### src/verilog/pito_pkg.sv
package pito_pkg;

    // Data path width
    localparam int xlen = 32;

    typedef logic [xlen-1:0] pito_word_t;
    typedef logic [4:0]      reg_addr_t;
    typedef logic [3:0]      byte_en_t;

    // Instruction kind, immediate forms share the register form
    // NOP sits at zero so a cleared stage holds a bubble
    typedef enum logic [5:0] {
        NOP = 6'd0,
        ADD, SUB, SLL, SLT, SLTU, XOR, SRL, SRA, OR, AND,
        LB, LH, LW, LBU, LHU,
        SB, SH, SW,
        BEQ, BNE, BLT, BGE, BLTU, BGEU,
        JAL, JALR, LUI, AUIPC
    } pito_opcode_e;

    typedef enum logic [3:0] {
        ALU_ADD, ALU_SUB, ALU_SLL, ALU_SRL, ALU_SRA,
        ALU_XOR, ALU_OR, ALU_AND, ALU_SLT, ALU_SLTU
    } alu_op_e;

    // ========================================================================
    // Instruction formats
    // ========================================================================
    typedef struct packed {
        logic [6:0] funct7;
        reg_addr_t  rs2;
        reg_addr_t  rs1;
        logic [2:0] funct3;
        reg_addr_t  rd;
        logic [6:0] opcode;
    } r_fmt_t;

    typedef struct packed {
        logic [11:0] imm;
        reg_addr_t   rs1;
        logic [2:0]  funct3;
        reg_addr_t   rd;
        logic [6:0]  opcode;
    } i_fmt_t;

    typedef struct packed {
        logic [6:0] imm_hi;
        reg_addr_t  rs2;
        reg_addr_t  rs1;
        logic [2:0] funct3;
        logic [4:0] imm_lo;
        logic [6:0] opcode;
    } s_fmt_t;

    // Branch offset bits are scattered, bit 0 is implied
    typedef struct packed {
        logic       imm12;
        logic [5:0] imm10_5;
        reg_addr_t  rs2;
        reg_addr_t  rs1;
        logic [2:0] funct3;
        logic [3:0] imm4_1;
        logic       imm11;
        logic [6:0] opcode;
    } b_fmt_t;

    typedef struct packed {
        logic [19:0] imm;
        reg_addr_t   rd;
        logic [6:0]  opcode;
    } u_fmt_t;

    typedef struct packed {
        logic       imm20;
        logic [9:0] imm10_1;
        logic       imm11;
        logic [7:0] imm19_12;
        reg_addr_t  rd;
        logic [6:0] opcode;
    } j_fmt_t;

    // One instruction word, read through the view its opcode selects
    typedef union packed {
        r_fmt_t r;
        i_fmt_t i;
        s_fmt_t s;
        b_fmt_t b;
        u_fmt_t u;
        j_fmt_t j;
    } pito_instr_u;

    // ========================================================================
    // Stage payloads
    // ========================================================================
    typedef struct packed {
        pito_opcode_e kind;
        alu_op_e      alu_op;
        reg_addr_t    rs1;
        reg_addr_t    rs2;
        reg_addr_t    rd;
        logic [4:0]   shamt;
        pito_word_t   imm;
        logic         uses_rs2;
    } dec_instr_t;

    // Execute to memory stage
    typedef struct packed {
        pito_opcode_e kind;
        reg_addr_t    rd;
        pito_word_t   pc;
        pito_word_t   imm;
        pito_word_t   rs1;
        pito_word_t   rs2;
    } ex_stage_t;

    typedef struct packed {
        pito_word_t addr;
        pito_word_t wdata;
        byte_en_t   be;
        logic       we;
        logic       req;
    } dmem_req_t;

    // Hart field is wide enough for 16 harts
    typedef struct packed {
        logic [3:0] hart;
        logic       en;
        reg_addr_t  idx;
        pito_word_t data;
    } rf_write_t;

endpackage

### src/verilog/pito_lsu.sv
`timescale 1ns/1ps

module pito_lsu (
    input  logic                 clk,
    input  pito_pkg::ex_stage_t  ex,
    input  pito_pkg::pito_word_t addr,
    output pito_pkg::dmem_req_t  dmem,
    input  pito_pkg::pito_word_t dmem_rdata,
    output pito_pkg::pito_word_t load_val
);
    import pito_pkg::*;

    logic         is_load, is_store;
    pito_opcode_e ld_kind;
    logic [1:0]   ld_off;
    logic [7:0]   ld_byte;
    logic [15:0]  ld_half;

    assign is_load  = ex.kind inside {LB, LH, LW, LBU, LHU};
    assign is_store = ex.kind inside {SB, SH, SW};

    // ========================================================================
    // Store side
    // ========================================================================
    always_comb begin
        dmem.addr = addr;
        dmem.req  = is_load || is_store;
        dmem.we   = is_store;
        // Data is copied to every lane, enables pick the live ones
        case (ex.kind)
            SB: begin
                dmem.wdata = {4{ex.rs2[7:0]}};
                dmem.be    = 4'b0001 << addr[1:0];
            end
            SH: begin
                dmem.wdata = {2{ex.rs2[15:0]}};
                dmem.be    = addr[1] ? 4'b1100 : 4'b0011;
            end
            default: begin
                dmem.wdata = ex.rs2;
                dmem.be    = 4'b1111;
            end
        endcase
    end

    // ========================================================================
    // Load side
    // ========================================================================
    // Kind and offset wait one cycle for the read data
    always_ff @(posedge clk) begin
        ld_kind <= ex.kind;
        ld_off  <= addr[1:0];
    end

    assign ld_byte = dmem_rdata[8*ld_off +: 8];
    assign ld_half = dmem_rdata[16*ld_off[1] +: 16];

    always_comb begin
        case (ld_kind)
            LB:      load_val = {{24{ld_byte[7]}}, ld_byte};
            LBU:     load_val = {24'b0, ld_byte};
            LH:      load_val = {{16{ld_half[15]}}, ld_half};
            LHU:     load_val = {16'b0, ld_half};
            default: load_val = dmem_rdata;
        endcase
    end

endmodule

### config.mk
export PLATFORM = sky130hd
export DESIGN_NAME = pito_lsu
export DESIGN_NICKNAME = d
export VERILOG_FILES = /design/src/verilog/pito_pkg.sv /design/src/verilog/pito_lsu.sv
export SDC_FILE = /design/constraint.sdc
export NUM_CORES = 1
export LEC_CHECK = 0
export ABC_AREA = 1
export BUFFER_PORTS_ARGS = -buffer_cell sky130_fd_sc_hd__buf_2
export CORE_AREA = 2 2 120 122
export DETAILED_ROUTE_END_ITERATION = 8
export DIE_AREA = 0 0 122 124
export PLACE_DENSITY = 0.54
export SLEW_MARGIN = 20
export SYNTH_ARGS = -nofsm -noshare
export SYNTH_HDL_FRONTEND = slang
export SYNTH_SLANG_ARGS = --single-unit
### constraint.sdc
create_clock -name clk -period 1.9 [get_ports clk]
set_clock_uncertainty 0.2 [all_clocks]
set_input_delay 0.19 -clock clk [delete_from_list [all_inputs] [get_ports clk]]
set_output_delay 0.19 -clock clk [all_outputs]
set_load 0.05 [all_outputs]
# Yosys cells after proc, flatten, opt, wreduce, memory -nomap -nowiden
# Cells that the tools add are included.
[word_totals]
ff_bits = 8
[op_classes]
n_eq_ne = 12
shifts = 3
n_mux = 3
n_reduce_logical = 3
[op_table]
columns = ["cell", "count"]
rows = [
  ["32-bit one-hot mux with 4 select lines", 1],
  ["36-bit one-hot mux with 2 select lines", 1],
  ["6-bit by 4-bit equality test with 1-bit output (second input constant)", 9],
  ["32-bit by 6-bit variable part select with 16-bit output", 1],
  ["32-bit by 6-bit variable part select with 8-bit output", 1],
  ["6-bit by 5-bit equality test with 1-bit output (second input constant)", 3],
  ["5-bit nonzero test", 1],
  ["4-bit 2-to-1 mux", 1],
  ["1-bit by 2-bit left shift with 4-bit output (first input constant)", 1],
  ["3-bit nonzero test", 1],
  ["1-bit logical OR", 1],
]

# Logic depth before layout (Yosys ltp)
[depth]
ltp_word = 3
depth_mapped = 9
mapped_depth_nobuf = 8

# Worst setup path after synthesis
# OpenSTA, ideal clock, no wires.
[synth_path]
path_kind = "input to output"
start = "input ex[137] (netlist name)"
end = "output dmem[22] (netlist name)"
t_arrival_ns = 1.756
t_required_ns = 1.510
path_slack_ns = -0.246
path_stages = 5
n_path_buf = 1
path_cell_list = "inv_1 -> nor2_2 -> nand3_2 -> clkbuf_1 -> o21ai_0"
[synth_rtl]
columns = ["element", "line", "rtl"]
rows = [
  ["from (decl)", "pito_lsu.sv:5", "input pito_pkg::ex_stage_t ex,"],
  ["to (decl)", "pito_lsu.sv:7", "output pito_pkg::dmem_req_t dmem,"],
]

# Worst setup path after layout
[layout_path]
start = "register ld_kind[4]"
end = "output load_val[31]"
[layout_between]
elab_chain_cells = 2
word_cells_on_any_way = 5
cone_classes = "eq/ne: 4; mux: 1"
[layout_rtl]
columns = ["element", "line", "rtl"]
rows = [
  ["from (decl)", "pito_lsu.sv:14", "pito_opcode_e ld_kind;"],
  ["from (signal assigned)", "pito_lsu.sv:51", "ld_kind <= ex.kind;"],
  ["6-bit by 4-bit equality test with 1-bit output", "pito_lsu.sv:59", "case (ld_kind)"],
  ["32-bit one-hot mux with 4 select lines (*)", "pito_lsu.sv:59", ""],
  ["to (decl)", "pito_lsu.sv:9", "output pito_pkg::pito_word_t load_val"],
]
# Mark *: on every way between the ends. The rest lies on a longest branch, timed or not.

==> results_dict.tcl <==
set metrics [dict create \
    crit_fanout 6 \
    coreArea_mm2 0.0137 \
    slowest_stage "dfxtp_2" \
    p_per_area_mw_per_mm2 439 \
    synth_area_leaders "nand2_1 (24%), buf_4 (15%), dfxtp_1 (8.0%)" \
    grt_max_degree 34 \
    antenna_found_initial 0 \
    final_cell_mix "buf_2 (112), nand2_1 (110), nor2_1 (36)" \
    initial_core_util_pct 14.6 \
    first_iter_violations 110 \
    grt_overflow 0 \
    h-tree-depth 1 \
    routabilityCongestion 0.769 \
    status "finished with violations" \
    syn_area_mm2 0.00201 \
    cts_root_buf "clkbuf_16" \
    vias 2747 \
    fin_ws_ns -0.0591 \
    firstDrtPassIters 4 \
    detail_route.vias_per_cell 4.11 \
    grt.total_usage_pct 9.85 \
    ys_types 24 \
    cts.sinks 8 \
    mostFrequentLayoutCell "buf_2" \
    cp.arrival_ns 1.57 \
    maxCapViolations 0 \
    cts.path.max_buffers 2 \
    num_antenna_cells 0 \
    required_ns 1.51 \
    synth_cells 369 \
    rsz0062_at_grt "true" \
    cts_buffers 3 \
    fp.dieH_um 124 \
    clkTransAtPathRegs_ns 0.03 \
    worstSetupStartpointType "flop" \
    top_level_ports 306 \
    critPathTopFamily "simple AND/OR/NAND/NOR gates" \
    drt_wl_total_mm 8.03 \
    synth_top_area_cell "nand2_1" \
    finalMaxSlewViolations 0 \
    cp-end-kind "primary output" \
    synth_top_area_share_pct 24.5 \
    grt_pass1_wl_mm 12.1 \
    critical-path-max-stage-delay_ns 0.31 \
    min_period_ns 1.96 \
    layout-drive-gt1-share_pct 49.8 \
    wl_per_cell_um 12.0 \
    peakVddDrop_mv 0.128 \
    crit_chain "buf_6 -> nor2_4 -> nand3_4 -> nand2_8 -> nor2_4 -> clkbuf_16 -> nand2_4 -> nand2_2 -> buf_8" \
    worstMarginPinSlew_ns 0.281 \
    synth_fp_nets 573 \
    synth-seq-area-share_pct 7.97 \
    hpwl_mm 6.25 \
    slew_headroom_pct 81.3 \
    first_global_vias 2542 \
    yosys_warnings 0 \
    rows 43 \
    cpMostUsedCell "nor2_4" \
    die_area_mm2 0.0151 \
    die_x_um 122 \
    port-buffer-count 144 \
    dp_worst_setup_slack_ns -0.113 \
    cp_num_buf_inv 3 \
    antenna_left 0 \
    timing_hold_violations_final 0 \
    cts_tree "yes" \
    ys_ff_latch 8 \
    drc 0 \
    min_path_type "input port to primary output" \
    fin_nets 694 \
    fin_crit_sh_pct 103 \
    p_leak_uw 0.00181 \
    syn_to_final_growth_pct 68.6 \
    post-route-util_pct 24.7 \
    setup_viol 29 \
    violations "setup timing" \
    clock.fmax_ghz 0.510 \
    avgSynthCellArea_um2 5.45 \
    criticalPathCategory "flop to primary output" \
]
through the flow:
step                instance area [um2]  hold WS (ns)  total power [uW]  instances  TNS (ns)
floorplan                          2030        0.0177               928        369     -1.77
global placement                   2690         0.148               984        652     -1.86
detailed placement                 2690         0.148               985        652     -1.92
CTS                                3040         0.180              1420        666     -1.37
global route                       3390         0.180              1570        668     -3.43
finish                             3390         0.180              1490        668    -0.992
worst paths after layout:
check,start,slack [ns],depth (start not counted),endpoint
worst max-delay path,ld_kind[4]$_DFF_P_,-0.06,9,load_val[31]
worst min-delay path,addr[23],0.18,0,dmem[61]
layer usage:
layer / wire, um / up-vias / GRT usage [%]
li1: - / 1381 / -
met1: 3100 / 1203 / 10.6
met2: 3990 / 151 / 19.2
met3: 834 / 12 / 2.06
met4: 96 / 0 / 2.80
met5: 0 / - / 0
cell type report:
cell class	instances	area, um2
inverters	25	109
clock buffers	3	75.1
flip-flops and latches	8	170
fillers	1542	10300
repair buffers	172	1270
multi-input cells	280	1540
well taps	180	225
power by group:
group	internal, uW	switching, uW	leakage (uW)
sequential	179	9.86	0.0000679
clock	271	76.5	0.0000370
combinational	332	619	0.00170
total	782	705	0.00181
registers in the layout (all words and copies together), names as in the netlist:
name / cells
ld_off: 2
ld_kind: 6
cell usage after synthesis:
cell type / number
buf_2: 6
buf_4: 41
buf_6: 4
clkbuf_1: 7
dfxtp_1: 8
inv_1: 22
inv_2: 2
inv_4: 1
nand2_1: 131
nand2_2: 2
nand2_4: 1
nand3_1: 30
nand3_2: 4
nand3_4: 1
nand4_1: 9
nor2_1: 39
nor2_2: 4
nor2_4: 2
nor2_8: 2
o211ai_1: 17
o21ai_0: 20
o21ai_2: 1
or2_1: 2
or2_2: 13
cell families after synthesis:
group / count (synthesis) / share of synthesized area, %
AND/OR/NAND/NOR: 240 / 55.1
flip-flops: 8 / 7.97
buffers and inverters: 83 / 25.2
AO/OA/AOI/OAI: 38 / 11.8
what timing repair did:
item                                    CTS  global route
endpoints found under the hold margin     8             0
resized for setup                        58            86
endpoints found under the setup margin   32            32
pin swaps                                 3            15
gates cloned                              1             2
hold buffers                              8             0
setup buffers                             2             0
Power figures use the tool's default switching activity.
