==> config.mk <==
export PLATFORM = sky130hd
export DESIGN_NAME = pito_decoder
export DESIGN_NICKNAME = d
export VERILOG_FILES = /design/src/verilog/pito_pkg.sv /design/src/verilog/pito_decoder.sv
export SDC_FILE = /design/constraint.sdc
export NUM_CORES = 1
export LEC_CHECK = 0
export BUFFER_PORTS_ARGS = -buffer_cell sky130_fd_sc_hd__buf_2
export CAP_MARGIN = 20
export CORE_MARGIN = 10
export CORE_UTILIZATION = 42
export DETAILED_ROUTE_END_ITERATION = 12
export PLACE_DENSITY = 0.85
export SLEW_MARGIN = 30
export SYNTH_ARGS = -nofsm -noshare
export SYNTH_HDL_FRONTEND = slang
export SYNTH_SLANG_ARGS = --single-unit
==> constraint.sdc <==
create_clock -name vclk -period 1.9
set_input_delay 0.285 -clock vclk [all_inputs]
set_output_delay 0.285 -clock vclk [all_outputs]
set_load 0.02 [all_outputs]
==> src/verilog/pito_pkg.sv <==
package pito_pkg;

    // Data path width
    localparam int xlen = 32;

    typedef logic [xlen-1:0] pito_word_t;
    typedef logic [4:0]      reg_addr_t;
    typedef logic [3:0]      byte_en_t;

    // Instruction kind, immediate forms share the register form
    // NOP sits at zero so a cleared stage holds a bubble
    typedef enum logic [5:0] {
        NOP = 6'd0,
        ADD, SUB, SLL, SLT, SLTU, XOR, SRL, SRA, OR, AND,
        LB, LH, LW, LBU, LHU,
        SB, SH, SW,
        BEQ, BNE, BLT, BGE, BLTU, BGEU,
        JAL, JALR, LUI, AUIPC
    } pito_opcode_e;

    typedef enum logic [3:0] {
        ALU_ADD, ALU_SUB, ALU_SLL, ALU_SRL, ALU_SRA,
        ALU_XOR, ALU_OR, ALU_AND, ALU_SLT, ALU_SLTU
    } alu_op_e;

    // ========================================================================
    // Instruction formats
    // ========================================================================
    typedef struct packed {
        logic [6:0] funct7;
        reg_addr_t  rs2;
        reg_addr_t  rs1;
        logic [2:0] funct3;
        reg_addr_t  rd;
        logic [6:0] opcode;
    } r_fmt_t;

    typedef struct packed {
        logic [11:0] imm;
        reg_addr_t   rs1;
        logic [2:0]  funct3;
        reg_addr_t   rd;
        logic [6:0]  opcode;
    } i_fmt_t;

    typedef struct packed {
        logic [6:0] imm_hi;
        reg_addr_t  rs2;
        reg_addr_t  rs1;
        logic [2:0] funct3;
        logic [4:0] imm_lo;
        logic [6:0] opcode;
    } s_fmt_t;

    // Branch offset bits are scattered, bit 0 is implied
    typedef struct packed {
        logic       imm12;
        logic [5:0] imm10_5;
        reg_addr_t  rs2;
        reg_addr_t  rs1;
        logic [2:0] funct3;
        logic [3:0] imm4_1;
        logic       imm11;
        logic [6:0] opcode;
    } b_fmt_t;

    typedef struct packed {
        logic [19:0] imm;
        reg_addr_t   rd;
        logic [6:0]  opcode;
    } u_fmt_t;

    typedef struct packed {
        logic       imm20;
        logic [9:0] imm10_1;
        logic       imm11;
        logic [7:0] imm19_12;
        reg_addr_t  rd;
        logic [6:0] opcode;
    } j_fmt_t;

    // One instruction word, read through the view its opcode selects
    typedef union packed {
        r_fmt_t r;
        i_fmt_t i;
        s_fmt_t s;
        b_fmt_t b;
        u_fmt_t u;
        j_fmt_t j;
    } pito_instr_u;

    // ========================================================================
    // Stage payloads
    // ========================================================================
    typedef struct packed {
        pito_opcode_e kind;
        alu_op_e      alu_op;
        reg_addr_t    rs1;
        reg_addr_t    rs2;
        reg_addr_t    rd;
        logic [4:0]   shamt;
        pito_word_t   imm;
        logic         uses_rs2;
    } dec_instr_t;

    // Execute to memory stage
    typedef struct packed {
        pito_opcode_e kind;
        reg_addr_t    rd;
        pito_word_t   pc;
        pito_word_t   imm;
        pito_word_t   rs1;
        pito_word_t   rs2;
    } ex_stage_t;

    typedef struct packed {
        pito_word_t addr;
        pito_word_t wdata;
        byte_en_t   be;
        logic       we;
        logic       req;
    } dmem_req_t;

    // Hart field is wide enough for 16 harts
    typedef struct packed {
        logic [3:0] hart;
        logic       en;
        reg_addr_t  idx;
        pito_word_t data;
    } rf_write_t;

endpackage

==> src/verilog/pito_decoder.sv <==
`timescale 1ns/1ps

module pito_decoder (
    input  pito_pkg::pito_word_t instr,
    output pito_pkg::dec_instr_t dec
);
    import pito_pkg::*;

    pito_instr_u iw;
    logic        is_r;
    logic        alt;

    assign iw   = instr;
    assign is_r = (iw.r.opcode == 7'b0110011);
    // funct7 bit 5 picks SUB or SRA, immediates only use it on shifts
    assign alt  = iw.r.funct7[5] && (is_r || iw.r.funct3 == 3'b101);

    always_comb begin
        dec          = '0;
        dec.kind     = NOP;
        dec.alu_op   = ALU_ADD;
        dec.rs1      = iw.r.rs1;
        dec.rs2      = iw.r.rs2;
        dec.rd       = iw.r.rd;
        // Shift amount shares the rs2 bit field
        dec.shamt    = iw.r.rs2;
        case (iw.r.opcode)
            // Register and immediate arithmetic
            7'b0110011, 7'b0010011: begin
                dec.uses_rs2 = is_r;
                dec.imm      = {{20{iw.i.imm[11]}}, iw.i.imm};
                case (iw.r.funct3)
                    3'b000: {dec.kind, dec.alu_op} = alt ? {SUB, ALU_SUB} : {ADD, ALU_ADD};
                    3'b001: {dec.kind, dec.alu_op} = {SLL, ALU_SLL};
                    3'b010: {dec.kind, dec.alu_op} = {SLT, ALU_SLT};
                    3'b011: {dec.kind, dec.alu_op} = {SLTU, ALU_SLTU};
                    3'b100: {dec.kind, dec.alu_op} = {XOR, ALU_XOR};
                    3'b101: {dec.kind, dec.alu_op} = alt ? {SRA, ALU_SRA} : {SRL, ALU_SRL};
                    3'b110: {dec.kind, dec.alu_op} = {OR, ALU_OR};
                    default: {dec.kind, dec.alu_op} = {AND, ALU_AND};
                endcase
                // Only 0 and 0100000 are legal funct7 values
                if (is_r && iw.r.funct7 != 7'b0 && iw.r.funct7 != 7'b0100000)
                    dec.kind = NOP;
            end
            // Loads
            7'b0000011: begin
                dec.imm = {{20{iw.i.imm[11]}}, iw.i.imm};
                case (iw.i.funct3)
                    3'b000:  dec.kind = LB;
                    3'b001:  dec.kind = LH;
                    3'b010:  dec.kind = LW;
                    3'b100:  dec.kind = LBU;
                    3'b101:  dec.kind = LHU;
                    default: dec.kind = NOP;
                endcase
            end
            // Stores
            7'b0100011: begin
                dec.imm = {{20{iw.s.imm_hi[6]}}, iw.s.imm_hi, iw.s.imm_lo};
                case (iw.s.funct3)
                    3'b000:  dec.kind = SB;
                    3'b001:  dec.kind = SH;
                    3'b010:  dec.kind = SW;
                    default: dec.kind = NOP;
                endcase
            end
            // Branches
            7'b1100011: begin
                dec.uses_rs2 = 1'b1;
                dec.imm      = {{20{iw.b.imm12}}, iw.b.imm11, iw.b.imm10_5, iw.b.imm4_1, 1'b0};
                case (iw.b.funct3)
                    3'b000:  dec.kind = BEQ;
                    3'b001:  dec.kind = BNE;
                    3'b100:  dec.kind = BLT;
                    3'b101:  dec.kind = BGE;
                    3'b110:  dec.kind = BLTU;
                    3'b111:  dec.kind = BGEU;
                    default: dec.kind = NOP;
                endcase
            end
            7'b1101111: begin
                dec.kind = JAL;
                dec.imm  = {{12{iw.j.imm20}}, iw.j.imm19_12, iw.j.imm11, iw.j.imm10_1, 1'b0};
            end
            // JALR target goes through the ALU adder
            7'b1100111: begin
                dec.kind = (iw.i.funct3 == 3'b000) ? JALR : NOP;
                dec.imm  = {{20{iw.i.imm[11]}}, iw.i.imm};
            end
            7'b0110111: begin
                dec.kind = LUI;
                dec.imm  = {iw.u.imm, 12'b0};
            end
            7'b0010111: begin
                dec.kind = AUIPC;
                dec.imm  = {iw.u.imm, 12'b0};
            end
            default: dec.kind = NOP;
        endcase
    end

endmodule

# Yosys cells after proc, flatten, opt, wreduce, memory -nomap -nowiden
# Index checks and enable logic that the tools add are counted.
[totals]
out_inout_bits = 63
ram_bits = 0
rom_bits = 0
n_memories = 0
latchBits = 0
regBits = 0
word_cells = 38
input_bits = 32
[classes]
n_mux = 12
shifts = 0
div = 0
add_sub_neg = 0
n_reduce_logical = 9
bitwise = 0
multipliers = 0
order_cmp = 0
n_eq_ne = 17
[ops]
columns = ["op", "count"]
rows = [
  ["one-hot mux 32 bit (5 select lines)", 1],
  ["one-hot mux 8 bit (7 select lines)", 1],
  ["one-hot mux 6 bit (8 select lines)", 1],
  ["one-hot mux 5 bit (6 select lines)", 1],
  ["equality test 7 x 6 -> 1 bit, second input constant", 3],
  ["equality test 7 bit, second input constant", 3],
  ["one-hot mux 4 bit (5 select lines)", 1],
  ["one-hot mux 5 bit (3 select lines)", 1],
  ["equality test 7 x 5 -> 1 bit, second input constant", 2],
  ["equality test 3 bit, second input constant", 4],
  ["two-way mux 4 bit", 2],
  ["two-way mux 8 bit", 1],
  ["equality test 7 x 2 -> 1 bit, second input constant", 1],
  ["inequality test 7 x 6 -> 1 bit, second input constant", 1],
  ["nonzero test 7 bit", 1],
  ["equality test 3 x 2 -> 1 bit, second input constant", 2],
  ["two-way mux 6 bit", 1],
  ["two-way mux 5 bit", 1],
  ["OR reduction 2 bit", 2],
  ["OR reduction 4 bit", 1],
  ["equality test 3 x 1 -> 1 bit, second input constant", 1],
  ["logical AND 1 bit", 3],
  ["zero test 3 bit", 1],
  ["one-hot mux 1 bit (2 select lines)", 1],
  ["logical OR 1 bit", 1],
]

# Depth between registers and ports, before layout
# Gate-level depths: netlist of run 1.
[depth]
depth_word = 7
mapped_depth = 7
depth_no_buf = 4

# Worst setup path after synthesis of run 1
# Ideal clock, no wire load.
[synth_timing]
kind = "input to output"
from = "input port instr[25]"
to = "output port dec[57] in the netlist's numbering"
setup_slack_ps = 127
t_required_ps = 1615
path_stages = 4
path_buffers = 0
t_arrival_ps = 1488
cell_sequence = "or4_1 > o21ai_1 > nand2_1 > o211ai_1"
[synth_rtl]
columns = ["element", "line_no", "text"]
rows = [
  ["start, declared", "pito_decoder.sv:4", "input pito_pkg::pito_word_t instr,"],
  ["end, declared", "pito_decoder.sv:5", "output pito_pkg::dec_instr_t dec"],
]

==> results.txt, run 1 <==
Iter 0 DRT Violations -> 115
achievable frequency -> 544.0 MHz
Non-Filler Instances -> 284
HP Class -> input port to output pin
Via density -> 5.486
DR WL/cell -> 16.00 um
vias -> 1558
period utilization -> 96.75%
std cell rows -> 19
Synth Instances -> 179
Setup WS pre-CTS -> -0.01909 ns
share of total power in combinational logic -> 100.0%
Cell Area, Placed -> 0.001607 sq mm
Flop pwr share -> 0%
pwr dens -> 185.1 mW/mm^2
layout cell share with drive strength beyond 1 -> 53.36%
Die X -> 73 um
Setup-failing EPs final -> 0
Adder-Cell Fraction of Synth Area -> 0%
Final Total Pwr -> 0.3065 mW
starting density of the core -> 43.54%
port buffer count -> 94
largest family of logic cells by synthesized area -> compound AO/OA/AOI/OAI gates
Max-Cap Viols -> 0
Finished Core Util -> 61.08%
layout overhead on the synthesized area -> 40.30%
vias in the first global route -> 1550
Layout fillers -> 256
Switching Power -> 0.1833 mW
Yosys warnings -> 0
WHS -> 0.8052 ns
Synth Area in Simple Gates -> 35.42%
antenna violations before repair -> 0
crit-path max FO -> 3
cell area after layout -> 0.001655 sq mm
DRT Pass-1 Iters -> 4
DRC errors left -> 0
total track usage -> 15.76%
Post-Place Cells -> 284
Worst Path Required -> 1.62 ns
nets@finish -> 287
run status -> finished, final reports clean
number of clock buffers in the layout -> 0
Clk pwr share -> 0%
Post-CTS Setup Inserts -> 0
Worst Setup Path Type -> input port to output pin
Post-Synth XOR/XNOR Area -> 0.7423%
Final ANT Viol Nets -> 0
crit path DAT -> 1.55 ns
routability cong. -> 0.9280
CTS Hold Bufs -> 0
largest net degree at the start of global routing -> 15
worst vdd ir -> 0.0001558 V
Worst Min Path Start -> instr[17]
Final Worst Setup Slack -> 0.06184 ns
Die Y -> 73 um
Final Hold Vio Count -> 0
Int Pwr -> 0.1231 mW
FFs & Latches -> 0
full die area -> 0.005329 sq mm
Final Max Slew Viols -> 0
# IOs -> 95
crit path time final -> 1.838 ns
Synth cell types -> 48
Net Sw Frac -> 59.82%
register area share after synthesis -> 0%
antenna diode count -> 0
Leak -> 1.022 nW
syn_nets -> 211
Detailed Route WL -> 4545 um
RSZ-0062 raised after global routing -> yes
grt total ovfl -> 0
Startpoint Class -> input port
post-DP HPWL -> 3821 um
CP startpoint -> instr[25]
setup TNS -> 0 ns
kind of end point of the critical path -> output pin
Seq. cell area -> 0 sq um
synthesized cell area -> 0.001180 sq mm
first-pass GRT wire length -> 7314 um
synthesized area per cell -> 6.592 sq um
Compound-Gate Fraction of Synth Area -> 38.60%
core footprint -> 0.002710 sq mm
multiplexer share of the synthesized area -> 2.757%
## kinds of logic after synthesis
group | after synthesis
other cells | 1
buf+inv | 41
mux | 3
simple gates | 70
xor+xnor | 1
compound gates | 63
## cell usage after synthesis, types with 2 or more instances
cell type  number  area (sq um)
and2_1          2         12.51
and3b_1         2         17.52
nor2_1          8         30.03
o21ai_0         5         25.02
o21bai_1        2         15.01
nor3b_1         2         15.01
a21oi_1        11         55.05
o21a_1          2         15.01
o211ai_1        5         37.54
a21o_1         20         150.1
or2_2           2         12.51
nand3_1         3         15.01
nand2b_1        3         18.77
a22o_1          5         43.79
nand3b_1        3         22.52
buf_2           8         40.04
nor2b_1         9         56.30
clkbuf_1        7         26.28
mux2_2          2         22.52
and4bb_2        2         25.02
a22oi_1         2         15.01
nand4_1         5         31.28
nor3_1          3         15.01
and3_1          2         12.51
nand2_1        15         56.30
buf_4          22         165.2
a211oi_1        3         22.52
o2bb2ai_1       2         17.52
buf_6           2         22.52
nor4_1          2         12.51
## power groups by stage
stage | logic [mW] | clock network, mW | registers [mW]
global placement | 0.293 | 0 | 0
CTS | 0.299 | 0 | 0
floorplan | 0.204 | 0 | 0
detailed placement | 0.298 | 0 | 0
finish | 0.306 | 0 | 0
global route | 0.333 | 0 | 0
## what timing repair did
action / CTS / global route
pin swaps: 0 / 2
endpoints found under the setup margin: 2 / 18
resized for setup: 0 / 13
## critical path: stages
cell      delay (ns)
buf_2           0.10
or4_4           0.54
o21ai_2         0.18
nand2_1         0.07
o211ai_1        0.19
buf_4           0.17
## final timing paths
check	endpoint	slack [ns]	depth (start not counted)
worst min-delay path	dec[50]	0.81	2
worst max-delay path	dec[57]	0.06	6
## area by class of cell
class / count / area (sq um) / area share [%]
multi-input cells: 138 / 962.2 / 58.13
repair buffers: 114 / 650.6 / 39.30
well taps: 31 / 38.79 / 2.343
inverters: 1 / 3.754 / 0.2268
## cell usage in the layout (no fill, tap or decap), drive strengths merged, types with 3 or more instances in the layout
cell,Yosys,routed
nand3b,3,3
a22o,5,5
nand4,5,5
nor2b,9,9
nand3,3,3
nand2b,3,3
nand2,15,15
o21ai,6,6
buf,33,114
a21o,20,20
a211oi,3,3
o211ai,5,5
nor3,3,3
and3,3,3
nor2,9,9
a21oi,11,11
nor4,3,3
## metal layers
metal	global-route usage, %	vias to the layer above	wire (um)
li1	-	783	-
met1	18.66	717	1842
met2	29.32	58	2439
met3	2.585	0	263
met4	1.477	0	0
met5	0	-	0
Note: power is estimated with default switching activity, not from simulation.
==> inputs of run 2 (changes only) <==
Settings changed: ABC_AREA from default to 1, CORE_UTILIZATION 42 to 41.
==> run 2 against run 1 <==
Effect of this change:
- sequential cell count unchanged
- global-route usage down 0.60 points
- synthesized cell count up 30%
- first-iteration DRC count down 28%
- design area down 12%
- area after synthesis down 3.7%
- fmax up 4.3%
- routed wire length down 7.5%
- non-clock buffer count down 18
- worst setup slack better by 0.076 ns
- critical path depth up 3
- sequential share of layout area unchanged
- critical path type unchanged
- critical endpoint is now dec[60]
- largest power group unchanged
- highest routed layer is now met4
==> results.txt, run 2 <==
crit path time final -> 1.762 ns
CP top delay family -> simple AND/OR/NAND/NOR gates
Worst path most repeated cell -> buf_2
Max-Cap Viols -> 0
first-pass GRT wire length -> 7113 um
multiplexer share of the synthesized area -> 0%
number of clock buffers in the layout -> 0
DRC errors left -> 0
full die area -> 0.005277 sq mm
Synth top area share -> 23.46%
Seq. cell area -> 0 sq um
CTS Hold Bufs -> 0
worst vdd ir -> 0.0001336 V
Compound-Gate Fraction of Synth Area -> 6.167%
run status -> finished, final reports clean
DRT Pass-1 Iters -> 4
WHS -> 0.8057 ns
Yosys warnings -> 0
vias in the first global route -> 1655
post-CTS sizing -> 0
Via density -> 4.913
register area share after synthesis -> 0%
Finished Core Util -> 53.83%
Final Worst Setup Slack -> 0.1377 ns
period utilization -> 92.75%
Final ANT Viol Nets -> 0
Post-Synth XOR/XNOR Area -> 0%
most numerous cell in the Yosys netlist -> nand2_1
pwr dens -> 165.4 mW/mm^2
synthesized area per cell -> 4.876 sq um
Synth Area in Simple Gates -> 65.64%
largest net degree at the start of global routing -> 22
Synth cell types -> 25
Layout fillers -> 297
routability cong. -> 0.9239
largest family of logic cells by synthesized area -> simple AND/OR/NAND/NOR gates
Leak -> 1.058 nW
vias -> 1636
Final Max Slew Viols -> 0
port buffer count -> 94
critical path cell sequence -> buf_2 > nor2_1 > nand2_2 > nor2_2 > inv_1 > a21oi_1 > nand2_1 > nand3b_1 > buf_2
Worst Setup Path Type -> input port to output pin
core footprint -> 0.002710 sq mm
starting density of the core -> 41.92%
Die X -> 72.64 um
synthesized cell area -> 0.001136 sq mm
antenna violations before repair -> 0
leading area contributor after synthesis -> nand2_1
Die Y -> 72.64 um
Worst Path Required -> 1.62 ns
achievable frequency -> 567.5 MHz
crit path DAT -> 1.48 ns
Post-CTS Setup Inserts -> 0
grt total ovfl -> 0
antenna diode count -> 0
crit-path max FO -> 5
layout cell share with drive strength beyond 1 -> 40.07%
kind of end point of the critical path -> output pin
Adder-Cell Fraction of Synth Area -> 0%
Synth Instances -> 233
Iter 0 DRT Violations -> 83
syn_nets -> 265
post-DP HPWL -> 3744 um
slowest CP cell -> a21oi_1
Startpoint Class -> input port
Max stage delay on crit path -> 0.22 ns
most common cell after layout, fill and taps aside -> buf_2
Setup WS pre-CTS -> 0.04496 ns
DR WL/cell -> 12.62 um
total track usage -> 15.16%
std cell rows -> 19
Setup-failing EPs final -> 0
Final Hold Vio Count -> 0
setup TNS -> 0 ns
most frequent cells in the layout -> 94 x buf_2, 71 x nand2_1, 33 x nor2_1, 33 x nand3_1, 23 x inv_1
HP Class -> input port to output pin
layout overhead on the synthesized area -> 28.41%
top cells by instance count after synthesis -> 71 x nand2_1, 34 x nor2_1, 33 x nand3_1
RSZ-0062 raised after global routing -> no
nets@finish -> 336
# IOs -> 95
worst path bufs/invs -> 3
top post-synthesis cells by area -> nand2_1 23%, nand3_1 15%, buf_4 14%
Detailed Route WL -> 4203 um
FFs & Latches -> 0
==> run 2: changes by cell type after synthesis, sizes merged, moves of 5 or more <==
cell	delta
a21o	-20
a21oi	-6
a22o	-5
buf	-7
clkbuf	-6
inv	+27
nand2	+65
nand3	+32
nor2	+32
nor2b	-9
==> run 2: cells by family after synthesis <==
kind of cell,Yosys count
AOI/OAI and AO/OA,12
and+or+nand+nor,165
buffers and inverters,55
other,1
==> run 2: worst paths after layout <==
path,startpoint,to,slack [ns],cells past startpoint
min,instr[9],dec[40],0.81,2
max,instr[3],dec[60],0.14,9
==> run 2: metrics by stage <==
| step | cell area [sq um] | cells | power, mW |
|---|---|---|---|
| after floorplan | 1136 | 233 | 0.1688 |
| after global placement | 1451 | 333 | 0.2406 |
| after detailed placement | 1451 | 333 | 0.2416 |
| after CTS | 1451 | 333 | 0.2422 |
| after global routing | 1459 | 333 | 0.2680 |
| final | 1459 | 333 | 0.2413 |
==> run 2: layout make-up <==
| class | count | area (sq um) | share of cell area, % |
|---|---|---|---|
| well taps | 31 | 38.79 | 2.659 |
| multi-input cells | 178 | 827.0 | 56.69 |
| repair buffers | 96 | 485.5 | 33.28 |
| inverters | 28 | 107.6 | 7.376 |
==> run 2: report_power, final <==
| group | internal, mW | total, mW | leakage [nW] | switching [mW] |
|---|---|---|---|---|
| clock | 0 | 0 | 0 | 0 |
| sequential | 0 | 0 | 0 | 0 |
| combinational | 0.0780 | 0.241 | 1.06 | 0.163 |
==> run 2: per-layer routing <==
metal  up-vias  GRT usage [%]  routed length (um)
met4         0          1.688                   4
met1       694          16.74                1553
met2        93          27.07                2010
met5         -              0                   0
met3         2          6.259                 636
li1        847              -                   -
