$ cat src/verilog/pito_pkg.sv
package pito_pkg;

    // Data path width
    localparam int xlen = 32;

    typedef logic [xlen-1:0] pito_word_t;
    typedef logic [4:0]      reg_addr_t;
    typedef logic [3:0]      byte_en_t;

    // Instruction kind, immediate forms share the register form
    // NOP sits at zero so a cleared stage holds a bubble
    typedef enum logic [5:0] {
        NOP = 6'd0,
        ADD, SUB, SLL, SLT, SLTU, XOR, SRL, SRA, OR, AND,
        LB, LH, LW, LBU, LHU,
        SB, SH, SW,
        BEQ, BNE, BLT, BGE, BLTU, BGEU,
        JAL, JALR, LUI, AUIPC
    } pito_opcode_e;

    typedef enum logic [3:0] {
        ALU_ADD, ALU_SUB, ALU_SLL, ALU_SRL, ALU_SRA,
        ALU_XOR, ALU_OR, ALU_AND, ALU_SLT, ALU_SLTU
    } alu_op_e;

    // ========================================================================
    // Instruction formats
    // ========================================================================
    typedef struct packed {
        logic [6:0] funct7;
        reg_addr_t  rs2;
        reg_addr_t  rs1;
        logic [2:0] funct3;
        reg_addr_t  rd;
        logic [6:0] opcode;
    } r_fmt_t;

    typedef struct packed {
        logic [11:0] imm;
        reg_addr_t   rs1;
        logic [2:0]  funct3;
        reg_addr_t   rd;
        logic [6:0]  opcode;
    } i_fmt_t;

    typedef struct packed {
        logic [6:0] imm_hi;
        reg_addr_t  rs2;
        reg_addr_t  rs1;
        logic [2:0] funct3;
        logic [4:0] imm_lo;
        logic [6:0] opcode;
    } s_fmt_t;

    // Branch offset bits are scattered, bit 0 is implied
    typedef struct packed {
        logic       imm12;
        logic [5:0] imm10_5;
        reg_addr_t  rs2;
        reg_addr_t  rs1;
        logic [2:0] funct3;
        logic [3:0] imm4_1;
        logic       imm11;
        logic [6:0] opcode;
    } b_fmt_t;

    typedef struct packed {
        logic [19:0] imm;
        reg_addr_t   rd;
        logic [6:0]  opcode;
    } u_fmt_t;

    typedef struct packed {
        logic       imm20;
        logic [9:0] imm10_1;
        logic       imm11;
        logic [7:0] imm19_12;
        reg_addr_t  rd;
        logic [6:0] opcode;
    } j_fmt_t;

    // One instruction word, read through the view its opcode selects
    typedef union packed {
        r_fmt_t r;
        i_fmt_t i;
        s_fmt_t s;
        b_fmt_t b;
        u_fmt_t u;
        j_fmt_t j;
    } pito_instr_u;

    // ========================================================================
    // Stage payloads
    // ========================================================================
    typedef struct packed {
        pito_opcode_e kind;
        alu_op_e      alu_op;
        reg_addr_t    rs1;
        reg_addr_t    rs2;
        reg_addr_t    rd;
        logic [4:0]   shamt;
        pito_word_t   imm;
        logic         uses_rs2;
    } dec_instr_t;

    // Execute to memory stage
    typedef struct packed {
        pito_opcode_e kind;
        reg_addr_t    rd;
        pito_word_t   pc;
        pito_word_t   imm;
        pito_word_t   rs1;
        pito_word_t   rs2;
    } ex_stage_t;

    typedef struct packed {
        pito_word_t addr;
        pito_word_t wdata;
        byte_en_t   be;
        logic       we;
        logic       req;
    } dmem_req_t;

    // Hart field is wide enough for 16 harts
    typedef struct packed {
        logic [3:0] hart;
        logic       en;
        reg_addr_t  idx;
        pito_word_t data;
    } rf_write_t;

endpackage

$ cat src/verilog/pito_next_pc.sv
`timescale 1ns/1ps

module pito_next_pc (
    input  pito_pkg::ex_stage_t  ex,
    input  pito_pkg::pito_word_t alu_res,
    output logic                 taken,
    output pito_pkg::pito_word_t target,
    output pito_pkg::pito_word_t link
);
    import pito_pkg::*;

    pito_word_t pc_rel;

    // Shared pc relative sum for branches, JAL and AUIPC
    assign pc_rel = ex.pc + ex.imm;

    always_comb begin
        case (ex.kind)
            BEQ:       taken = (ex.rs1 == ex.rs2);
            BNE:       taken = (ex.rs1 != ex.rs2);
            BLT:       taken = ($signed(ex.rs1) < $signed(ex.rs2));
            BGE:       taken = ($signed(ex.rs1) >= $signed(ex.rs2));
            BLTU:      taken = (ex.rs1 < ex.rs2);
            BGEU:      taken = (ex.rs1 >= ex.rs2);
            JAL, JALR: taken = 1'b1;
            default:   taken = 1'b0;
        endcase
    end

    // JALR takes rs1 plus imm from the ALU, low bit cleared
    assign target = (ex.kind == JALR) ? {alu_res[31:1], 1'b0} : pc_rel;

    // Jumps link pc+4, AUIPC rides the same write-back path
    assign link = (ex.kind == AUIPC) ? pc_rel : ex.pc + 32'd4;

endmodule

$ cat config.mk
export PLATFORM = sky130hd
export DESIGN_NAME = pito_next_pc
export DESIGN_NICKNAME = d
export VERILOG_FILES = /design/src/verilog/pito_pkg.sv /design/src/verilog/pito_next_pc.sv
export SDC_FILE = /design/constraint.sdc
export NUM_CORES = 1
export LEC_CHECK = 0
export BUFFER_PORTS_ARGS = -buffer_cell sky130_fd_sc_hd__buf_2
export CELL_PAD_IN_SITES_DETAIL_PLACEMENT = 2
export CELL_PAD_IN_SITES_GLOBAL_PLACEMENT = 2
export CORE_MARGIN = 2
export CORE_UTILIZATION = 21
export DETAILED_ROUTE_END_ITERATION = 8
export GPL_ROUTABILITY_DRIVEN = 0
export PLACE_DENSITY_LB_ADDON = 0.1
export SYNTH_ARGS = -nofsm -noshare
export SYNTH_HDL_FRONTEND = slang
export SYNTH_SLANG_ARGS = --single-unit
$ cat constraint.sdc
create_clock -name vclk -period 3
set_input_delay 0.3 -clock vclk [all_inputs]
set_output_delay 0.3 -clock vclk [all_outputs]
set_load 0.02 [all_outputs]
Word level (Yosys, flattened, before mapping). Cells that the tools add are included. W data, S select, Z words.

Memories: 0. Bits in read-only memories: 0. Bits in latches: 0. Output and inout port bits: 65. Register bits after elaboration: 0. Bits in writable memories: 0. Logic and storage cells: 21.

$mul: 0. Reduce and logical (&&, ||, !) cells: 1. Div/mod/pow operators: 0. $lt $le $gt $ge: 4. Shifts and indexed selects: 0. Muxes and demuxes: 3. Add/subtract/negate cells: 2. Equal/unequal tests: 11. Bitwise operators: 0.

Operator list (count): $ge A32 B32 Y1 (2); $lt A32 B32 Y1 (2); $mux W32 (2); $eq A6 B5 Y1 const B (9); $add A32 B3 Y32 const B (1); $add A32 B32 Y32 (1); $eq A32 B32 Y1 (1); $ne A32 B32 Y1 (1); $pmux W1 S7 (1); $reduce_or A2 Y1 (1).

Longest topological paths before layout. Gate-level depths: netlist (run 1).

Depth after elaboration: 3. Mapped depth: 12.

Worst setup path after synthesis (run 1). OpenSTA, ideal clock, no wires.

Kind: input to output. Start point: input ex[64] (netlist name). End point: output link[30]. Buffers on the path: 0. Data arrival time: 2.847 ns. Stages on the path: 12. Setup slack: -0.147 ns. Data required time: 2.700 ns. Path through: ha_1 inv_1 fa_1 nor2b_4 o31a_1 o31a_1 a221oi_4 o21ba_4 o21ai_2 a311oi_2 xor2_1 o21ai_0.

Word-level cells in the longest chain between the ends: 2.

RTL lines: start, declared (RTL line pito_next_pc.sv:4) `input pito_pkg::ex_stage_t ex,`; $add A32 B32 Y32 (RTL line pito_next_pc.sv:15) `assign pc_rel = ex.pc + ex.imm;`; $mux W32 (RTL line pito_next_pc.sv:34) `assign link = (ex.kind == AUIPC) ? pc_rel : ex.pc + 32'd4;`; end, declared (RTL line pito_next_pc.sv:8) `output pito_pkg::pito_word_t link`.

Every way passes these cells.

Worst setup path after layout (run 1).
Start point: input ex[111] (netlist name). End point: output target[28].

Word-level cells in the longest chain between the ends: 2.

RTL lines: $add A32 B32 Y32 (RTL line pito_next_pc.sv:15); $mux W32 (RTL line pito_next_pc.sv:31) `assign target = (ex.kind == JALR) ? {alu_res[31:1], 1'b0} : pc_rel;`; end, declared (RTL line pito_next_pc.sv:7) `output pito_pkg::pito_word_t target,`.

Every way passes these cells.

==> results of run 1 <==
[layout by cell type (no fill, tap or decap), types with 8 or more instances in the layout]
master / synthesis / layout
sky130_fd_sc_hd__a21o_1: 19 / 19
sky130_fd_sc_hd__inv_1: 41 / 39
sky130_fd_sc_hd__nand4_1: 12 / 12
sky130_fd_sc_hd__buf_4: 0 / 132
sky130_fd_sc_hd__o21ai_1: 4 / 17
sky130_fd_sc_hd__ha_4: 0 / 20
sky130_fd_sc_hd__buf_2: 1 / 186
sky130_fd_sc_hd__o21ai_0: 53 / 32
sky130_fd_sc_hd__ha_1: 64 / 44
sky130_fd_sc_hd__buf_6: 0 / 33
sky130_fd_sc_hd__xnor2_1: 28 / 21
sky130_fd_sc_hd__nor2_1: 40 / 38
sky130_fd_sc_hd__and3_1: 8 / 8
sky130_fd_sc_hd__xor2_1: 27 / 23
sky130_fd_sc_hd__a21oi_1: 44 / 36
sky130_fd_sc_hd__nand2_1: 125 / 118
sky130_fd_sc_hd__nand3_1: 22 / 21
[routing by layer]
metal	global-route usage, %	part of all wire, %
met5	0	0
met4	0.630	0.52
met3	0.667	3.0
met2	42.2	54
met1	25.2	43
[final cells by class]
class	count	area share, %
multi-input combinational	532	60.5
timing repair buffer	352	33.2
inverter	41	2.22
tap	225	4.07
[cells by family after synthesis]
family,Yosys count
compound gates,160
xor+xnor,56
fa+ha+maj,65
buf+inv,59
mux,1
simple gates,250
[worst max path at each step]
stage / to / slack, ns / depth (start not counted)
global route: link[28] / -0.38 / 13
CTS: target[30] / -0.26 / 14
global placement: target[30] / -0.30 / 14
detailed placement: link[23] / -0.42 / 12
finish: target[28] / -0.24 / 14
floorplan: target[30] / -0.008 / 12
[where the power goes]
part | leakage (nW) | internal (W) | switching [W]
clock | 0 | 0 | 0
combinational | 3.49 | 0.000744 | 0.000827
sequential | 0 | 0 | 0
total | 3.49 | 0.000744 | 0.000827
[through the flow]
| step | instance area [sq um] | utilization [%] | hold WS, ns | worst slack, ns |
|---|---|---|---|---|
| after floorplan | 3710 | - | 0.729 | -0.00789 |
| after global placement | 5850 | 33.8 | 0.905 | -0.303 |
| after detailed placement | 5850 | 33.8 | 0.906 | -0.421 |
| after CTS | 6520 | 37.7 | 0.892 | -0.259 |
| after global routing | 6920 | 40.0 | 0.923 | -0.377 |
| final | 6920 | 40.0 | 0.906 | -0.244 |
[critical path, delay by kind of cell]
family                   cells  cell delay (ns)
AND/OR/NAND/NOR              1             0.15
buffers and inverters        4             0.53
adder cells (fa/ha/maj)      1             0.29
AO/OA/AOI/OAI                7             1.41
XOR/XNOR                     1             0.26
[what timing repair did]
| item | 4_1_cts | 5_1_grt |
|---|---|---|
| pin swaps | 46 | 53 |
| setup endpoints to repair | 38 | 37 |
| buffers inserted | 12 | 12 |
| gates resized for setup | 107 | 87 |
==> tab_implementation.tex, run 1 <==
\begin{tabular}{lr}
\hline
Metric & Value \\
\hline
\multicolumn{2}{l}{\textbf{Outcome}} \\
Run status & complete, but fails checks \\
Failing checks & negative setup slack \\
\multicolumn{2}{l}{\textbf{Layout}} \\
Area used by multi-input combinational logic & 0.00419 sq mm \\
Filler-free cell count of the finished design & 1150 \\
\# nets final & 1163 \\
Synthesis-to-finish area growth & 86.8\% \\
Fill cells & 2113 \\
Number of clock buffer instances in the layout & 0 \\
Antenna cells & 0 \\
Sequential cells & 0 \\
Storage cell area & 0 sq um \\
Share of post-route cells with drive strength above 1 & 47.9\% \\
\multicolumn{2}{l}{\textbf{Logic synthesis}} \\
Post-synthesis share of cell area spent on full adders, half adders and majority gates & 22.1\% \\
Mapped Nets & 827 \\
Xor and xnor fraction of the mapped netlist area & 13.4\% \\
Basic-gate share of the synthesized area counting and, or, nand and nor cells & 31.0\% \\
Total standard cell area after synthesis & 0.00371 sq mm \\
Multiplexer share of the synthesized area & 0.304\% \\
Leading post-synthesis cells by instance count & sky130\_fd\_sc\_hd\_\_nand2\_1, sky130\_fd\_sc\_hd\_\_ha\_1, sky130\_fd\_sc\_hd\_\_o21ai\_0 \\
Synth cell types & 62 \\
Sequential-to-total area share from yosys stat & 0\% \\
Compound-gate portion of the synthesized area & 27.1\% \\
Mapped Avg Cell Area & 6.27 sq um \\
Main combinational cell family by area after synthesis & simple AND/OR/NAND/NOR gates \\
Most frequent cell after synthesis & sky130\_fd\_sc\_hd\_\_nand2\_1 \\
Mapped Cells & 591 \\
Post-synth top area cell & sky130\_fd\_sc\_hd\_\_ha\_1 \\
Synth warn & 0 \\
Area share of the largest cell type after synthesis & 21.6\% \\
Synth top area cells & sky130\_fd\_sc\_hd\_\_ha\_1, sky130\_fd\_sc\_hd\_\_nand2\_1, sky130\_fd\_sc\_hd\_\_o21ai\_0 \\
\multicolumn{2}{l}{\textbf{STA}} \\
Crit path time final & 3.24 ns \\
Unrepaired setup endpoints after global routing & yes \\
Aggregate negative setup slack & -2.12 ns \\
Min setup slack post-route & -0.244 ns \\
Relative max-transition margin & 57.6\% \\
Final hold violation count & 0 \\
Worst Max-Slew Pin Slew & 0.634 ns \\
Setup Viol. Count Final & 19 \\
Final worst path period share & 108\% \\
Max-slew violation count & 0 \\
Peak clock frequency supported by timing & 308 MHz \\
\multicolumn{2}{l}{\textbf{Die}} \\
Starting density of the core & 21.4\% \\
Placement row count & 48 \\
Die footprint & 0.0187 sq mm \\
Number of I/O pins & 236 \\
Width of the chip & 137 microns \\
Standard cell core area & 0.0173 sq mm \\
Die Y & 137 microns \\
\multicolumn{2}{l}{\textbf{Power}} \\
Worst ir drop on vdd & 0.000115 V \\
Tot Pwr & 0.00157 W \\
Leakage power total & 3.49 nW \\
Total power per unit cell area & 227 mW/mm\^{}2 \\
\multicolumn{2}{l}{\textbf{Worst hold path}} \\
Hold path startpoint & alu\_res[13] \\
HP Class & in2out \\
Number of instances on the worst hold path & 4 \\
Sink of the worst hold path & target[13] \\
\multicolumn{2}{l}{\textbf{Global route}} \\
Gr usage total & 20.8\% \\
Wire length of the first global-routing pass & 31.5 mm \\
Final global-route overflow total & 0 \\
Via count of the first global-routing pass & 6201 \\
Maximum number of pins on one net before global-route repair & 26 \\
Antenna violations before repair & 0 \\
\multicolumn{2}{l}{\textbf{Worst setup path}} \\
Arrival time at the worst endpoint & 2.94 ns \\
Launching element type of the critical path & primary input \\
Critical path cell sequence & buf\_2 -> ha\_4 -> buf\_4 -> nand4\_1 -> o31ai\_1 -> a31oi\_1 -> o21ai\_0 -> o21ba\_4 -> buf\_6 -> o211ai\_1 -> o211ai\_1 -> xor2\_1 -> o21ai\_1 -> buf\_4 \\
Crit-path max FO & 5 \\
Critical path launch point & ex[111] \\
Slowest stage cell on the critical path & sky130\_fd\_sc\_hd\_\_o31ai\_1 \\
Path type of the worst setup path & in2out \\
CP Capture Type & primary output \\
Largest stage delay, worst path & 0.33 ns \\
Endpoint required time on the critical path & 2.70 ns \\
\multicolumn{2}{l}{\textbf{Drt}} \\
DR vias & 5612 \\
Final routed wire length divided by cell count & 18.8 microns \\
Count of nets left with antenna violations after detail routing & 0 \\
Routed WL & 21.6 mm \\
Number of iterations in the first detailed-routing pass & 6 \\
DRC violation count after routing & 0 \\
First DRT Iteration DRCs & 117 \\
Routed via count divided by cell count & 4.88 \\
\multicolumn{2}{l}{\textbf{CTS}} \\
Post-cts hold buffer count & 0 \\
\multicolumn{2}{l}{\textbf{Run}} \\
Total of max-cap violations & 0 \\
\multicolumn{2}{l}{\textbf{Place}} \\
IO Port Bufs & 230 \\
Dpl hpwl & 17.3 mm \\
Placed cell count & 1130 \\
\hline
\end{tabular}
No activity file was read; power rests on OpenSTA's default activity.
==> run 2, diff against run 1 <==
--- a/config.mk
+++ b/config.mk
@@ -5,11 +5,12 @@
 export SDC_FILE = /design/constraint.sdc
 export NUM_CORES = 1
 export LEC_CHECK = 0
+export ABC_AREA = 1
 export BUFFER_PORTS_ARGS = -buffer_cell sky130_fd_sc_hd__buf_2
 export CELL_PAD_IN_SITES_DETAIL_PLACEMENT = 2
 export CELL_PAD_IN_SITES_GLOBAL_PLACEMENT = 2
 export CORE_MARGIN = 2
-export CORE_UTILIZATION = 21
+export CORE_UTILIZATION = 22
 export DETAILED_ROUTE_END_ITERATION = 8
 export GPL_ROUTABILITY_DRIVEN = 0
 export PLACE_DENSITY_LB_ADDON = 0.1
==> constraint.sdc (replaced) <==
create_clock -name vclk -period 3
set_input_delay 0.15 -clock vclk [all_inputs]
set_output_delay 0.15 -clock vclk [all_outputs]
set_load 0.02 [all_outputs]
==> tab_implementation.tex, run 2 <==
\begin{tabular}{lr}
\hline
Metric & Value \\
\hline
\multicolumn{2}{l}{\textbf{Outcome}} \\
Run status & finished clean \\
\multicolumn{2}{l}{\textbf{CTS}} \\
Number of resized instances in the post-cts repair step & 0 \\
Post-CTS setup buffers & 0 \\
Post-cts hold buffer count & 0 \\
\multicolumn{2}{l}{\textbf{Place}} \\
Placed cell count & 1328 \\
IO Port Bufs & 230 \\
Dpl hpwl & 21.2 mm \\
Worst Setup Slack post-DPL & 0.400 ns \\
\multicolumn{2}{l}{\textbf{STA}} \\
Final hold violation count & 0 \\
Worst Max-Slew Pin Slew & 0.663 ns \\
Aggregate negative setup slack & 0 ns \\
Min setup slack post-route & 0.359 ns \\
Hold slack & 0.618 ns \\
Setup Viol. Count Final & 0 \\
Relative max-transition margin & 55.8\% \\
Unrepaired setup endpoints after global routing & no \\
Peak clock frequency supported by timing & 379 MHz \\
Final worst path period share & 88.0\% \\
Crit path time final & 2.64 ns \\
Max-slew violation count & 0 \\
\multicolumn{2}{l}{\textbf{Worst hold path}} \\
Hold path startpoint & alu\_res[30] \\
HP Class & in2out \\
Number of instances on the worst hold path & 4 \\
Sink of the worst hold path & target[30] \\
\multicolumn{2}{l}{\textbf{Drt}} \\
Routed via count divided by cell count & 4.81 \\
Routed WL & 23.5 mm \\
Final routed wire length divided by cell count & 17.7 microns \\
DR vias & 6388 \\
DRC violation count after routing & 0 \\
Number of iterations in the first detailed-routing pass & 4 \\
First DRT Iteration DRCs & 225 \\
Count of nets left with antenna violations after detail routing & 0 \\
\multicolumn{2}{l}{\textbf{Die}} \\
Starting density of the core & 22.3\% \\
Die footprint & 0.0214 sq mm \\
Width of the chip & 146 microns \\
Die Y & 146 microns \\
Standard cell core area & 0.0200 sq mm \\
Number of I/O pins & 236 \\
Placement row count & 52 \\
\multicolumn{2}{l}{\textbf{Global route}} \\
Maximum number of pins on one net before global-route repair & 39 \\
Met3 routing resource usage after global routing & 1.19\% \\
Antenna violations before repair & 0 \\
GRT met1 Usage & 28.1\% \\
GRT busiest layer & met2 \\
Final global-route overflow total & 0 \\
Via count of the first global-routing pass & 6825 \\
Gr usage total & 21.4\% \\
Wire length of the first global-routing pass & 36.7 mm \\
Global-route track usage on met2 & 39.2\% \\
\multicolumn{2}{l}{\textbf{Logic synthesis}} \\
Most frequent cell after synthesis & sky130\_fd\_sc\_hd\_\_nand2\_1 \\
Sequential-to-total area share from yosys stat & 0\% \\
Synth cell types & 35 \\
Mapped Avg Cell Area & 5.33 sq um \\
Area share of the largest cell type after synthesis & 22.9\% \\
Synth warn & 0 \\
Mapped Nets & 1073 \\
Synth top area cells & sky130\_fd\_sc\_hd\_\_nand2\_1, sky130\_fd\_sc\_hd\_\_ha\_1, sky130\_fd\_sc\_hd\_\_inv\_1 \\
Total standard cell area after synthesis & 0.00446 sq mm \\
Leading post-synthesis cells by instance count & sky130\_fd\_sc\_hd\_\_nand2\_1, sky130\_fd\_sc\_hd\_\_inv\_1, sky130\_fd\_sc\_hd\_\_nand3\_1 \\
Post-synth top area cell & sky130\_fd\_sc\_hd\_\_nand2\_1 \\
Mapped Cells & 837 \\
\multicolumn{2}{l}{\textbf{Layout}} \\
Number of clock buffer instances in the layout & 0 \\
Sequential cells & 0 \\
Share of post-route cells with drive strength above 1 & 25.3\% \\
Most frequent cells in the layout & sky130\_fd\_sc\_hd\_\_nand2\_1, sky130\_fd\_sc\_hd\_\_buf\_2, sky130\_fd\_sc\_hd\_\_inv\_1 \\
Fill cells & 2670 \\
Storage cell area & 0 sq um \\
\# nets final & 1296 \\
Filler-free cell count of the finished design & 1328 \\
Area used by multi-input combinational logic & 0.00403 sq mm \\
Leading cell type in the layout, fill and taps excluded & sky130\_fd\_sc\_hd\_\_nand2\_1 \\
Antenna cells & 0 \\
Synthesis-to-finish area growth & 33.1\% \\
\multicolumn{2}{l}{\textbf{Worst setup path}} \\
Largest stage delay, worst path & 0.47 ns \\
Critical path cell sequence & buf\_2 -> ha\_1 -> inv\_1 -> fa\_1 -> nor3\_1 -> nor2\_1 -> o21ai\_1 -> nand2\_1 -> nand4\_1 -> nand3\_1 -> nand2\_1 -> buf\_2 \\
Slowest stage cell on the critical path & sky130\_fd\_sc\_hd\_\_fa\_1 \\
Crit-path max FO & 4 \\
Launching element type of the critical path & primary input \\
Buffers \& Inverters on Critical Path & 3 \\
Arrival time at the worst endpoint & 2.49 ns \\
Kind of cell adding the most delay to the critical path & simple AND/OR/NAND/NOR gates \\
Path type of the worst setup path & in2out \\
Endpoint required time on the critical path & 2.85 ns \\
CP Capture Type & primary output \\
\multicolumn{2}{l}{\textbf{Power}} \\
Total power per unit cell area & 194 mW/mm\^{}2 \\
Worst ir drop on vdd & 0.0000714 V \\
Leakage power total & 3.26 nW \\
Tot Pwr & 0.00115 W \\
\multicolumn{2}{l}{\textbf{Run}} \\
Total of max-cap violations & 0 \\
\hline
\end{tabular}
-- run 2: changes by cell type after synthesis, sizes merged, moves of 9 or more --
cell | before | now
clkbuf | 16 | 5
nor3 | 5 | 21
nand2 | 125 | 279
xnor2 | 29 | 9
nand3 | 22 | 74
a21oi | 44 | 59
a21o | 20 | 1
nor2 | 40 | 78
and3 | 9 | 0
inv | 41 | 104
nand3b | 2 | 12
-- run 2: how the worst max path moves through the flow --
stage	start	endpoint	slack, ns	cells past startpoint
after global placement	ex[96]	link[24]	0.44	12
final	ex[96]	link[24]	0.36	12
after floorplan	ex[64]	link[20]	1.06	11
after CTS	ex[96]	link[24]	0.40	12
after global routing	ex[96]	link[24]	0.20	12
after detailed placement	ex[96]	link[24]	0.40	12
-- run 2: final cells by class --
class                      count  area share [%]
inverter                     104            6.57
multi-input combinational    722            67.9
timing repair buffer         232            19.8
tap                          270            5.69
-- run 2: cell families after synthesis --
| family | after synthesis | synth area share (%) |
|---|---|---|
| XOR/XNOR | 32 | 6.28 |
| AND/OR/NAND/NOR | 500 | 50.5 |
| buffers and inverters | 115 | 9.84 |
| AO/OA/AOI/OAI | 125 | 15.0 |
| adder cells (fa/ha/maj) | 65 | 18.4 |
-- run 2: routing by layer --
layer | vias to the layer above | wire length, microns
met1 | 3000 | 10800
met3 | 22 | 912
met4 | 0 | 456
met2 | 146 | 11400
met5 | - | 0
li1 | 3220 | -
-- run 2: metrics by stage --
stage | instance area (sq um) | utilization (%)
3_3_place_gp | 5940 | 29.6
3_5_place_dp | 5940 | 29.6
4_1_cts | 5940 | 29.6
2_1_floorplan | 4460 | -
6_report | 5940 | 29.6
5_1_grt | 5940 | 29.6
-- run 2: power breakdown --
part / internal [W] / switching [W] / leakage, nW
Sequential: 0 / 0 / 0
Combinational: 0.000397 / 0.000757 / 3.26
Clock: 0 / 0 / 0
-- run 2: worst min-delay path, stage by stage --
cell	delay (ns)
sky130_fd_sc_hd__buf_2	0.07
sky130_fd_sc_hd__nand2_1	0.04
sky130_fd_sc_hd__nand2_1	0.05
sky130_fd_sc_hd__buf_2	0.15
==> run 3, diff against run 2 <==
--- a/config.mk
+++ b/config.mk
@@ -9,10 +9,9 @@
 export BUFFER_PORTS_ARGS = -buffer_cell sky130_fd_sc_hd__buf_2
 export CELL_PAD_IN_SITES_DETAIL_PLACEMENT = 2
 export CELL_PAD_IN_SITES_GLOBAL_PLACEMENT = 2
-export CORE_MARGIN = 2
 export CORE_UTILIZATION = 22
 export DETAILED_ROUTE_END_ITERATION = 8
-export GPL_ROUTABILITY_DRIVEN = 0
+export MAX_ROUTING_LAYER = met4
 export PLACE_DENSITY_LB_ADDON = 0.1
 export SYNTH_ARGS = -nofsm -noshare
 export SYNTH_HDL_FRONTEND = slang
==> tab_implementation.tex, run 3 (synthesized netlist as in run 2, its figures left out) <==
\begin{tabular}{lr}
\hline
Metric & Value \\
\hline
\multicolumn{2}{l}{\textbf{Power}} \\
Internal power consumption & 0.000397 W \\
Sw Pwr & 0.000757 W \\
Total power per unit cell area & 195 mW/mm\^{}2 \\
Worst ir drop on vdd & 0.0000605 V \\
Part of the power in registers & 0\% \\
Logic pwr share & 100.0\% \\
Power share of the clock group & 0\% \\
Leakage power total & 3.26 nW \\
Sw Ratio & 65.6\% \\
\multicolumn{2}{l}{\textbf{Worst setup path}} \\
Endpoint required time on the critical path & 2.85 ns \\
Crit-path max FO & 4 \\
CP Capture Type & primary output \\
Arrival time at the worst endpoint & 2.46 ns \\
Launching element type of the critical path & primary input \\
Path type of the worst setup path & in2out \\
\multicolumn{2}{l}{\textbf{Place}} \\
Placed cell count & 1323 \\
IO Port Bufs & 230 \\
Dpl hpwl & 21.1 mm \\
Worst Setup Slack post-DPL & 0.383 ns \\
Area of placed instances & 0.00592 sq mm \\
Gpl congestion & 0.870 \\
\multicolumn{2}{l}{\textbf{STA}} \\
Setup Viol. Count Final & 0 \\
Relative max-transition margin & 57.2\% \\
Min setup slack post-route & 0.395 ns \\
Final worst path period share & 86.8\% \\
Unrepaired setup endpoints after global routing & no \\
Final hold violation count & 0 \\
Peak clock frequency supported by timing & 384 MHz \\
Aggregate negative setup slack & 0 ns \\
Crit path time final & 2.61 ns \\
Hold slack & 0.616 ns \\
Worst Max-Slew Pin Slew & 0.641 ns \\
Max-slew violation count & 0 \\
\multicolumn{2}{l}{\textbf{Layout}} \\
Most frequent cells in the layout & sky130\_fd\_sc\_hd\_\_nand2\_1, sky130\_fd\_sc\_hd\_\_buf\_2, sky130\_fd\_sc\_hd\_\_inv\_1 \\
Share of post-route cells with drive strength above 1 & 25.3\% \\
Leading cell type in the layout, fill and taps excluded & sky130\_fd\_sc\_hd\_\_nand2\_1 \\
Number of clock buffer instances in the layout & 0 \\
Filler-free cell count of the finished design & 1323 \\
Area used by multi-input combinational logic & 0.00403 sq mm \\
Sequential cells & 0 \\
Fill cells & 2637 \\
\# nets final & 1296 \\
Antenna cells & 0 \\
Storage cell area & 0 sq um \\
Synthesis-to-finish area growth & 32.7\% \\
Post-route cell area & 0.00592 sq mm \\
\multicolumn{2}{l}{\textbf{Drt}} \\
Number of iterations in the first detailed-routing pass & 4 \\
Routed via count divided by cell count & 4.81 \\
Final routed wire length divided by cell count & 17.6 microns \\
Count of nets left with antenna violations after detail routing & 0 \\
Routed WL & 23.3 mm \\
First DRT Iteration DRCs & 205 \\
DRC violation count after routing & 0 \\
DR vias & 6364 \\
\multicolumn{2}{l}{\textbf{Die}} \\
Die footprint & 0.0209 sq mm \\
Width of the chip & 144 microns \\
Placement row count & 51 \\
Starting density of the core & 22.7\% \\
Number of I/O pins & 236 \\
Die Y & 144 microns \\
Standard cell core area & 0.0197 sq mm \\
\multicolumn{2}{l}{\textbf{Global route}} \\
Antenna violations before repair & 0 \\
Maximum number of pins on one net before global-route repair & 38 \\
Final global-route overflow total & 0 \\
Gr usage total & 22.5\% \\
Via count of the first global-routing pass & 6586 \\
Wire length of the first global-routing pass & 34.8 mm \\
\multicolumn{2}{l}{\textbf{Run}} \\
Total of max-cap violations & 0 \\
\multicolumn{2}{l}{\textbf{CTS}} \\
Post-cts hold buffer count & 0 \\
Number of resized instances in the post-cts repair step & 0 \\
Post-CTS setup buffers & 0 \\
\multicolumn{2}{l}{\textbf{Outcome}} \\
Run status & finished clean \\
\multicolumn{2}{l}{\textbf{Worst hold path}} \\
Number of instances on the worst hold path & 4 \\
HP Class & in2out \\
\hline
\end{tabular}
## run 3: cell types whose count changed in the layout (fill, tap and decap cells not counted)
cell,change
sky130_fd_sc_hd__buf_4,+1
sky130_fd_sc_hd__buf_12,-1
## run 3: layer usage
metal	routed length, microns	GRT usage [%]	vias to the layer above	part of all wire, %
met5	0	-	-	0
met2	11500	40.8	155	49
met3	1050	0.795	14	4.5
met1	10500	28.4	2986	45
li1	-	-	3209	-
met4	244	2.33	0	1.0
## run 3: final timing paths
check                       start    endpoint  slack [ns]
worst min-delay path  alu_res[26]  target[26]        0.62
worst max-delay path       ex[96]    link[30]        0.39
## run 3: cell type report
type / instances / share of cell area [%]
multi-input combinational: 722 / 68.1
timing repair buffer: 232 / 19.7
inverter: 104 / 6.59
tap: 265 / 5.60
## run 3: power by group through the flow
stage | Clock, W | Combinational, W | Sequential (W)
finish | 0 | 0.00115 | 0
global route | 0 | 0.00128 | 0
CTS | 0 | 0.00117 | 0
detailed placement | 0 | 0.00116 | 0
global placement | 0 | 0.00114 | 0
floorplan | 0 | 0.000693 | 0
## run 3: worst max-delay path, cell delays in order
cell,delay [ns]
sky130_fd_sc_hd__buf_2,0.09
sky130_fd_sc_hd__ha_1,0.18
sky130_fd_sc_hd__inv_1,0.09
sky130_fd_sc_hd__fa_1,0.45
sky130_fd_sc_hd__nor3_1,0.29
sky130_fd_sc_hd__nor2_1,0.15
sky130_fd_sc_hd__o21ai_2,0.29
sky130_fd_sc_hd__nand3_1,0.16
sky130_fd_sc_hd__nand3_1,0.15
sky130_fd_sc_hd__nand3_1,0.16
sky130_fd_sc_hd__nand2_1,0.12
sky130_fd_sc_hd__buf_2,0.18
## run 3: stage by stage
step / util, % / total power (W)
floorplan: - / 0.000693
global placement: 30.1 / 0.00114
detailed placement: 30.1 / 0.00116
CTS: 30.1 / 0.00117
global route: 30.1 / 0.00128
finish: 30.1 / 0.00115
